$ cat src/common/uart_macros.svh
/* UART build-time constants
   clock and line rates, bit time, FIFO depth and register map */

`ifndef UART_MACROS_SVH
`define UART_MACROS_SVH

// system clock and line rate
`define UART_CLK_HZ 1_843_200
`define UART_BAUD 115_200

// clocks per serial bit
`define UART_BIT_TIME (`UART_CLK_HZ / `UART_BAUD)

// entries per FIFO, power of two only
`define UART_FIFO_DEPTH 4

// register offsets on the APB side
`define UART_ADDR_DATA 4'h0
`define UART_ADDR_STATUS 4'h4

`endif

$ cat src/common/uart_pkg.sv
/* UART shared types
   APB request and response, receive entry and STATUS register layout */

package uart_pkg;

  // APB request, driven by the bus master
  typedef struct packed {
    logic        psel;
    logic        penable;
    logic        pwrite;
    logic [3:0]  paddr;
    logic [31:0] pwdata;
  } apb_req_t;

  // APB response, no PREADY since accesses have no wait states
  typedef struct packed {
    logic [31:0] prdata;
    logic        pslverr;
  } apb_rsp_t;

  // one received character
  typedef struct packed {
    logic       frame_err;  // stop bit sampled low
    logic [7:0] data;
  } rx_entry_t;

  /*
   * STATUS register, bit 0 is the last member
   * so the declaration runs from bit 5 down
   */
  typedef struct packed {
    logic rx_overrun;    // bit 5, sticky
    logic rx_frame_err;  // bit 4, head entry only
    logic rx_valid;      // bit 3
    logic tx_busy;       // bit 2
    logic tx_empty;      // bit 1
    logic tx_full;       // bit 0
  } uart_status_t;

endpackage

$ cat src/hw/uart_fifo.sv
/* UART FIFO
   circular buffer with valid/ready push and pop, payload type set per instance */

`timescale 1ns/1ps
`include "uart_macros.svh"

module uart_fifo #(
  parameter type payload_t = logic [7:0]
) (
  input  logic     clk,
  input  logic     rst_n,
  input  logic     push_valid,
  input  payload_t push_data,
  input  logic     pop_ready,
  output logic     pop_valid,
  output payload_t pop_data,
  output logic     full,
  output logic     empty
);

  localparam int Depth = `UART_FIFO_DEPTH;
  localparam int PtrW = (Depth > 1) ? $clog2(Depth) : 1;
  localparam int CntW = $clog2(Depth + 1);

  payload_t        mem [Depth];
  logic [PtrW-1:0] wr_ptr;
  logic [PtrW-1:0] rd_ptr;
  logic [CntW-1:0] count;
  logic            do_push;
  logic            do_pop;

  assign full      = (count == CntW'(Depth));
  assign empty     = (count == '0);
  assign pop_valid = !empty;
  assign pop_data  = mem[rd_ptr];  // head entry straight from storage flops

  assign do_push = push_valid && !full;  // push into a full FIFO is dropped
  assign do_pop  = pop_valid && pop_ready;

  always_ff @(posedge clk) begin
    if (do_push) begin
      mem[wr_ptr] <= push_data;
    end
  end

  always_ff @(posedge clk) begin
    if (!rst_n) begin
      wr_ptr <= '0;
      rd_ptr <= '0;
      count  <= '0;
    end else begin
      if (do_push) wr_ptr <= wr_ptr + 1'b1;  // wraps at the power-of-two depth
      if (do_pop) rd_ptr <= rd_ptr + 1'b1;
      unique case ({do_push, do_pop})
        2'b10:   count <= count + 1'b1;
        2'b01:   count <= count - 1'b1;
        default: ;  // both or neither leave the level as is
      endcase
    end
  end

  a_count_bound: assert property (@(posedge clk) disable iff (!rst_n)
    count <= CntW'(Depth))
    else $error("uart_fifo count %0d above depth", count);

endmodule

$ cat src/hw/uart_apb_regs.sv
/* UART APB register block
   DATA and STATUS decode, FIFO strobes, read mux and slave error */

`timescale 1ns/1ps
`include "uart_macros.svh"

module uart_apb_regs (
  input  logic                clk,
  input  logic                rst_n,
  input  uart_pkg::apb_req_t  apb_req,
  input  logic                tx_full,
  input  logic                tx_empty,
  input  logic                tx_busy,
  input  uart_pkg::rx_entry_t rx_head,
  input  logic                rx_valid,
  input  logic                rx_drop,
  output uart_pkg::apb_rsp_t  apb_rsp,
  output logic                tx_push,
  output logic [7:0]          tx_byte,
  output logic                rx_pop
);

  import uart_pkg::*;

  logic         access;
  logic         sel_data;
  logic         sel_status;
  logic         data_wr;
  logic         data_rd;
  logic         status_wr;
  logic         rx_overrun;
  uart_status_t status;

  // decode only in the access phase
  assign access     = apb_req.psel && apb_req.penable;
  assign sel_data   = (apb_req.paddr == `UART_ADDR_DATA);
  assign sel_status = (apb_req.paddr == `UART_ADDR_STATUS);

  assign data_wr   = access && sel_data && apb_req.pwrite;
  assign data_rd   = access && sel_data && !apb_req.pwrite;
  assign status_wr = access && sel_status && apb_req.pwrite;

  // FIFO strobes act at the edge closing the access phase
  assign tx_push = data_wr && !tx_full;
  assign tx_byte = apb_req.pwdata[7:0];
  assign rx_pop  = data_rd && rx_valid;

  always_comb begin
    status.tx_full      = tx_full;
    status.tx_empty     = tx_empty;
    status.tx_busy      = tx_busy;
    status.rx_valid     = rx_valid;
    status.rx_frame_err = rx_valid && rx_head.frame_err;  // only meaningful with a head entry
    status.rx_overrun   = rx_overrun;
  end

  always_comb begin
    apb_rsp.prdata = '0;
    if (sel_data) begin
      apb_rsp.prdata[8:0] = {rx_head.frame_err, rx_head.data};
    end else if (sel_status) begin
      apb_rsp.prdata[5:0] = status;
    end

    // full TX write, empty RX read, or a hole in the map
    apb_rsp.pslverr = access && ((data_wr && tx_full) ||
                                 (data_rd && !rx_valid) ||
                                 !(sel_data || sel_status));
  end

  // sticky overrun, a new drop wins over a clear in the same cycle
  always_ff @(posedge clk) begin
    if (!rst_n) begin
      rx_overrun <= 1'b0;
    end else if (rx_drop) begin
      rx_overrun <= 1'b1;
    end else if (status_wr && apb_req.pwdata[5]) begin
      rx_overrun <= 1'b0;
    end
  end

  // strobes only follow a proper setup phase and respect FIFO levels
  a_push_legal: assert property (@(posedge clk) disable iff (!rst_n)
    tx_push |-> !tx_full && $past(apb_req.psel && !apb_req.penable))
    else $error("tx_push without setup phase or into full FIFO");

  a_pop_legal: assert property (@(posedge clk) disable iff (!rst_n)
    rx_pop |-> rx_valid && $past(apb_req.psel && !apb_req.penable))
    else $error("rx_pop without setup phase or from empty FIFO");

endmodule

$ cat src/uart_tx/uart_tx.sv
/* UART transmitter
   8N1 framing, pulls bytes from a valid/ready source, one bit per UART_BIT_TIME clocks */

`timescale 1ns/1ps
`include "uart_macros.svh"

module uart_tx (
  input  logic       clk,
  input  logic       rst_n,
  input  logic       byte_valid,
  input  logic [7:0] byte_data,
  output logic       byte_ready,
  output logic       tx,
  output logic       busy
);

  localparam int BitTime = `UART_BIT_TIME;
  localparam int CntW = (BitTime > 1) ? $clog2(BitTime) : 1;

  typedef enum logic [1:0] {
    Idle,
    StartBit,
    DataBits,
    StopBit
  } state_e;

  state_e          state;
  logic [CntW-1:0] bit_timer;  // counts down to the last tick of a bit
  logic [2:0]      bit_idx;
  logic [7:0]      data_q;
  logic            bit_done;

  assign bit_done = (bit_timer == '0);

  // idle, or the last tick of a stop bit so frames run back to back
  assign byte_ready = (state == Idle) || ((state == StopBit) && bit_done);

  // byte held locally, FIFO is free to advance
  always_ff @(posedge clk) begin
    if (byte_valid && byte_ready) begin
      data_q <= byte_data;
    end
  end

  always_ff @(posedge clk) begin
    if (!rst_n) begin
      state     <= Idle;
      bit_timer <= '0;
      bit_idx   <= '0;
      tx        <= 1'b1;
      busy      <= 1'b0;
    end else begin
      unique case (state)
        Idle: begin
          if (byte_valid) begin
            tx        <= 1'b0;  // start bit begins at the acceptance edge
            busy      <= 1'b1;
            bit_timer <= CntW'(BitTime - 1);
            state     <= StartBit;
          end
        end

        StartBit: begin
          bit_timer <= bit_timer - 1'b1;
          if (bit_done) begin
            bit_timer <= CntW'(BitTime - 1);
            bit_idx   <= '0;
            tx        <= data_q[0];  // LSB first
            state     <= DataBits;
          end
        end

        DataBits: begin
          bit_timer <= bit_timer - 1'b1;
          if (bit_done) begin
            bit_timer <= CntW'(BitTime - 1);
            if (bit_idx == 3'd7) begin
              tx    <= 1'b1;  // stop bit
              state <= StopBit;
            end else begin
              bit_idx <= bit_idx + 3'd1;
              tx      <= data_q[bit_idx + 3'd1];
            end
          end
        end

        StopBit: begin
          bit_timer <= bit_timer - 1'b1;
          if (bit_done) begin
            if (byte_valid) begin
              tx        <= 1'b0;
              bit_timer <= CntW'(BitTime - 1);
              state     <= StartBit;
            end else begin
              busy  <= 1'b0;
              state <= Idle;
            end
          end
        end

        default: state <= Idle;
      endcase
    end
  end

  a_idle_line_high: assert property (@(posedge clk) disable iff (!rst_n)
    !busy |-> tx)
    else $error("tx low while transmitter idle");

endmodule

$ cat src/uart_rx/uart_rx.sv
/* UART receiver
   synchronizes the line, finds the start edge, samples mid-bit and checks the stop bit */

`timescale 1ns/1ps
`include "uart_macros.svh"

module uart_rx (
  input  logic                clk,
  input  logic                rst_n,
  input  logic                rx,
  output logic                entry_valid,
  output uart_pkg::rx_entry_t entry
);

  localparam int BitTime = `UART_BIT_TIME;
  localparam int CntW = (BitTime > 1) ? $clog2(BitTime) : 1;
  localparam int HalfTime = (BitTime > 1) ? (BitTime / 2 - 1) : 0;

  typedef enum logic [1:0] {
    Idle,
    StartBit,
    DataBits,
    StopBit
  } state_e;

  state_e          state;
  logic            rx_meta;
  logic            rx_sync;
  logic            rx_prev;  // previous synced sample for edge detect
  logic [CntW-1:0] bit_timer;
  logic [2:0]      bit_idx;
  logic [7:0]      shift_q;
  logic            bit_done;

  assign bit_done = (bit_timer == '0);

  // two-flop synchronizer with the line idling high
  always_ff @(posedge clk) begin
    if (!rst_n) begin
      rx_meta <= 1'b1;
      rx_sync <= 1'b1;
      rx_prev <= 1'b1;
    end else begin
      rx_meta <= rx;
      rx_sync <= rx_meta;
      rx_prev <= rx_sync;
    end
  end

  always_ff @(posedge clk) begin
    if (!rst_n) begin
      state       <= Idle;
      bit_timer   <= '0;
      bit_idx     <= '0;
      entry_valid <= 1'b0;
    end else begin
      entry_valid <= 1'b0;
      unique case (state)
        Idle: begin
          // start on a falling edge so a line held low after a bad stop bit is ignored
          if (rx_prev && !rx_sync) begin
            bit_timer <= CntW'(HalfTime);
            state     <= StartBit;
          end
        end

        StartBit: begin
          bit_timer <= bit_timer - 1'b1;
          if (bit_done) begin
            if (!rx_sync) begin
              bit_timer <= CntW'(BitTime - 1);
              bit_idx   <= '0;
              state     <= DataBits;
            end else begin
              state <= Idle;  // glitch
            end
          end
        end

        DataBits: begin
          bit_timer <= bit_timer - 1'b1;
          if (bit_done) begin
            bit_timer <= CntW'(BitTime - 1);
            bit_idx   <= bit_idx + 3'd1;
            if (bit_idx == 3'd7) state <= StopBit;
          end
        end

        StopBit: begin
          bit_timer <= bit_timer - 1'b1;
          if (bit_done) begin
            entry_valid <= 1'b1;
            state       <= Idle;
          end
        end

        default: state <= Idle;
      endcase
    end
  end

  // mid-bit sample shifter and output entry
  always_ff @(posedge clk) begin
    if ((state == DataBits) && bit_done) begin
      shift_q <= {rx_sync, shift_q[7:1]};  // LSB arrives first
    end
    if ((state == StopBit) && bit_done) begin
      entry.data      <= shift_q;
      entry.frame_err <= !rx_sync;
    end
  end

endmodule

$ cat src/hw/uart_top.sv
/* UART top level
   APB register block, TX and RX FIFOs, transmitter and receiver */

`timescale 1ns/1ps

module uart_top (
  input  logic               clk,
  input  logic               rst_n,
  input  uart_pkg::apb_req_t apb_req,
  input  logic               rx,
  output uart_pkg::apb_rsp_t apb_rsp,
  output logic               tx
);

  import uart_pkg::*;

  logic       tx_push;
  logic [7:0] tx_byte;
  logic       tx_full;
  logic       tx_empty;
  logic       tx_busy;
  logic       tx_valid;  // TX FIFO head to transmitter
  logic       tx_ready;
  logic [7:0] tx_head;
  rx_entry_t  rx_entry;
  logic       rx_entry_valid;
  rx_entry_t  rx_head;
  logic       rx_valid;
  logic       rx_pop;
  logic       rx_full;
  logic       rx_drop;

  // character lost when the receive FIFO has no room
  assign rx_drop = rx_entry_valid && rx_full;

  uart_apb_regs u_regs (
    .clk     (clk),
    .rst_n   (rst_n),
    .apb_req (apb_req),
    .tx_full (tx_full),
    .tx_empty(tx_empty),
    .tx_busy (tx_busy),
    .rx_head (rx_head),
    .rx_valid(rx_valid),
    .rx_drop (rx_drop),
    .apb_rsp (apb_rsp),
    .tx_push (tx_push),
    .tx_byte (tx_byte),
    .rx_pop  (rx_pop)
  );

  uart_fifo #(.payload_t(logic [7:0])) u_tx_fifo (
    .clk       (clk),
    .rst_n     (rst_n),
    .push_valid(tx_push),
    .push_data (tx_byte),
    .pop_ready (tx_ready),
    .pop_valid (tx_valid),
    .pop_data  (tx_head),
    .full      (tx_full),
    .empty     (tx_empty)
  );

  uart_fifo #(.payload_t(rx_entry_t)) u_rx_fifo (
    .clk       (clk),
    .rst_n     (rst_n),
    .push_valid(rx_entry_valid),
    .push_data (rx_entry),
    .pop_ready (rx_pop),
    .pop_valid (rx_valid),
    .pop_data  (rx_head),
    .full      (rx_full),
    .empty     ()
  );

  uart_tx u_tx (
    .clk       (clk),
    .rst_n     (rst_n),
    .byte_valid(tx_valid),
    .byte_data (tx_head),
    .byte_ready(tx_ready),
    .tx        (tx),
    .busy      (tx_busy)
  );

  uart_rx u_rx (
    .clk        (clk),
    .rst_n      (rst_n),
    .rx         (rx),
    .entry_valid(rx_entry_valid),
    .entry      (rx_entry)
  );

endmodule

$ cat config.mk
export PLATFORM = sky130hd
export DESIGN_NAME = uart_top
export DESIGN_NICKNAME = d
export VERILOG_FILES = /design/src/common/uart_pkg.sv /design/src/hw/uart_fifo.sv /design/src/hw/uart_apb_regs.sv /design/src/uart_tx/uart_tx.sv /design/src/uart_rx/uart_rx.sv /design/src/hw/uart_top.sv
export VERILOG_INCLUDE_DIRS = /design/src /design/src/common
export SDC_FILE = /design/constraint.sdc
export NUM_CORES = 1
export LEC_CHECK = 0
export BUFFER_PORTS_ARGS = -buffer_cell sky130_fd_sc_hd__buf_2
export CORE_AREA = 2 2 89 134
export CTS_BUF_LIST = sky130_fd_sc_hd__clkbuf_4 sky130_fd_sc_hd__clkbuf_8
export DETAILED_ROUTE_END_ITERATION = 8
export DIE_AREA = 0 0 91 136
export PLACE_DENSITY = 0.72
export SYNTH_ARGS = -nofsm -noshare
export SYNTH_HDL_FRONTEND = slang
export SYNTH_SLANG_ARGS = --single-unit
$ cat constraint.sdc
create_clock -name clk -period 3.4 [get_ports clk]
set_input_delay 0.85 -clock clk [delete_from_list [all_inputs] [get_ports clk]]
set_output_delay 0.85 -clock clk [all_outputs]
set_load 0.005 [all_outputs]
==> results.md <==
- DRT Wirelength: 9220 um
- Register area share after synthesis: 63.2%
- Starting Density: 50.6%
- Period utilisation layout: 85.7%
- Worst Hold Class: flop to flop
- Die Y: roughly 140 um
- Non-filler cells, final: 603
- Worst path required time: 2.55 ns
- Layout cell share with drive strength beyond 1: 21.2%
- Routed wire per std cell: 15.3 um
- Arr. time, crit path: 2.06 ns
- Unique masters post-synth: 60
- Critical path class: flop to output port
- Max Root-Sink Buffers: 2
- Clock skew: 0.00770 ns
- CTS root buffer: clkbuf_8
- GP Congestion: 0.794
- Vias: approximately 3,200
- CP Launch Type: flop
- TritonCTS buffer count: 17
- Clk pin slew, worst setup/hold paths: roughly 0.070 ns
- Synth warn: 0
- Power, Total: around 3600 uW
- Top cells by area, synth: edfxtp_1 (49%), dfxtp_1 (14%), mux4_2 (7.5%)
- Post-Syn Instances: 400
- First-pass GRT wire length: 15,400 um
- PnR worst setup slack: 0.485 ns
- Slew margin rel.: 51.6%
- Max-Cap Viols: 0
- Place WS: about 0.18 ns
- CTS tree: built
- PortBufs: 28
- Initial DRT Pass Iterations: 4
- Post-CTS setup repair buffer count: 0
- Post-synth top cells: edfxtp_1 (93), dfxtp_1 (41), nor2_1 (27)
- Via-to-Cell Ratio: 5.26
- Fin. Hold Viols: 0
- Final ANT Viol Nets: 0
- Die area: 0.0124 mm2
- Vias in the first global route: around 3,200
- # IOs: 76
- Core Footprint: 0.0113 mm2
- Initial DRC Count: between 150 and 200
- Syn Area/Cell: approximately 14 um2
- Setup TNS: 0 ns
- RSZ-0062 raised after global routing: no
- Synth-to-layout area growth: 10.5%
- Area leader, netlist: edfxtp_1
- Initial antenna violation count: 0
- VDD IR max: 0.000344 V
- Largest net degree at the start of global routing: 26
- EDFF count, synth: 93
- Post-synth ARST share: 0%
- Inst Count DP: 571
- Post-detail-place hpwl: 6590 um
- Crit Path Max Fanout: 9
- Number of hold buffers added after cts: 0
- Minimum clock period: 2.91 ns
- Drc violations: 0
- Post-cts resize count: 0
- Final Setup Violations: 0
- Synth top area share: 48.8%
- Count leader, synth: edfxtp_1
- Mapped cell area: 0.00572 mm2
- CTS sink count: between 100 and 150
- Max Clk Rate: 343 MHz
- P_leak: 0.00222 uW
- Total GRT Usage: 16.2%
- Main flop type after synthesis: edfxtp_1
- Nets: slightly above 500
- Antenna fix cells: 0
- Worst Tran Pin Value: slightly above 0.7 ns
- Pins Over Slew Limit: 0
- Power Dens Cells: 562 mW/mm2
- Die W: ~91 um
- Synthesis-stage register bit count: 134
- Htree depth: 4
- Remaining Overflow, GRT: 0
- Row cnt: 48
- CP endpoint kind: output port
- Status: finished, final reports clean
- Worst-Skew Late Latency: 0.42 ns
flip-flops by register name, indices dropped and copies added, names as in the netlist, 2 cells and up, named ones only:
| name | cells |
|---|---|
| u_rx.bit_timer | 4 |
| u_rx.bit_idx | 3 |
| u_tx_fifo.count | 3 |
| u_tx_fifo.mem | 32 |
| u_rx.entry | 9 |
| u_tx.bit_timer | 4 |
| u_tx.bit_idx | 3 |
| u_tx.data_q | 8 |
| u_rx_fifo.wr_ptr | 2 |
| u_rx_fifo.mem | 36 |
| u_rx_fifo.count | 3 |
| u_tx.state | 2 |
| u_rx_fifo.rd_ptr | 2 |
| u_tx_fifo.wr_ptr | 2 |
| u_tx_fifo.rd_ptr | 2 |
| u_rx.shift_q | 8 |
logic make-up (layout without fill, tap and decap cells):
group	after synthesis	after routing	synth area share (%)
XOR/XNOR	7	7	1.07
AO/OA/AOI/OAI	61	61	6.91
buffers and inverters	53	84	4.99
multiplexers	26	26	8.73
other	1	23	0.0656
flip-flops	134	134	63.2
adder cells (fa/ha/maj)	23	23	5.30
AND/OR/NAND/NOR	95	95	9.74
per-layer routing:
layer	vias up	GRT usage, %	wire length (um)
met2	61	29.3	4980
met1	1566	17.7	3800
li1	1531	-	-
met4	0	7.07	188
met3	15	4.32	248
met5	-	0	0
worst max-delay path, stage by stage, from the launching register on:
cell and delay (ns):
dfxtp_1 0.70, mux4_2 0.59, a22o_1 0.24, buf_2 0.12
cells in the final DEF (no fill, tap or decap), types with 5 or more instances in the layout:
cell type / count
a21oi_1: 16
and2_1: 11
buf_2: 28
clkbuf_8: 17
clkinv_4: 5
conb_1: 23
dfxtp_1: 41
edfxtp_1: 93
ha_1: 21
inv_1: 19
mux2i_1: 6
mux4_2: 19
nand2_1: 12
nand4_1: 5
nor2_1: 27
nor3_1: 5
o21ai_0: 14
or3_1: 5
stage by stage:
stage / utilization (%) / instance area, um2 / hold WS, ns
global route: 56.0 / 6320 / 0.419
finish: 56.0 / 6320 / 0.410
global placement: 52.7 / 5950 / 0.401
CTS: 56.0 / 6320 / 0.414
detailed placement: 52.7 / 5950 / 0.396
floorplan: - / 5800 / 0.386
worst paths after layout:
kind / from / end / cells after the start / slack [ns]
setup / recovery: flop / apb_rsp[1] / 3 / 0.49
hold reg to reg: u_rx.rx_meta / u_rx.rx_sync / 1 / 0.41
hold / removal: u_rx.rx_meta / u_rx.rx_sync / 1 / 0.41
setup reg to reg: u_tx.bit_timer[0] / u_tx_fifo.count[2] / 11 / 0.61
final cells by class:
cell class                      instances  area, um2
Clock buffer                           18        241
Clock inverter                         14        129
Fill cell                             900       4970
Inverter                               20       75.1
Multi-Input combinational cell        235       1900
Sequential cell                       134       3610
Tap cell                              150        188
Timing Repair Buffer                   32        170
report_power, final:
group	switching (uW)	total [uW]	internal (uW)
Sequential	71.9	1870	1800
Clock	611	1200	592
Combinational	267	478	211
Total	950	3550	2600
(Power assumes the default switching activity.)
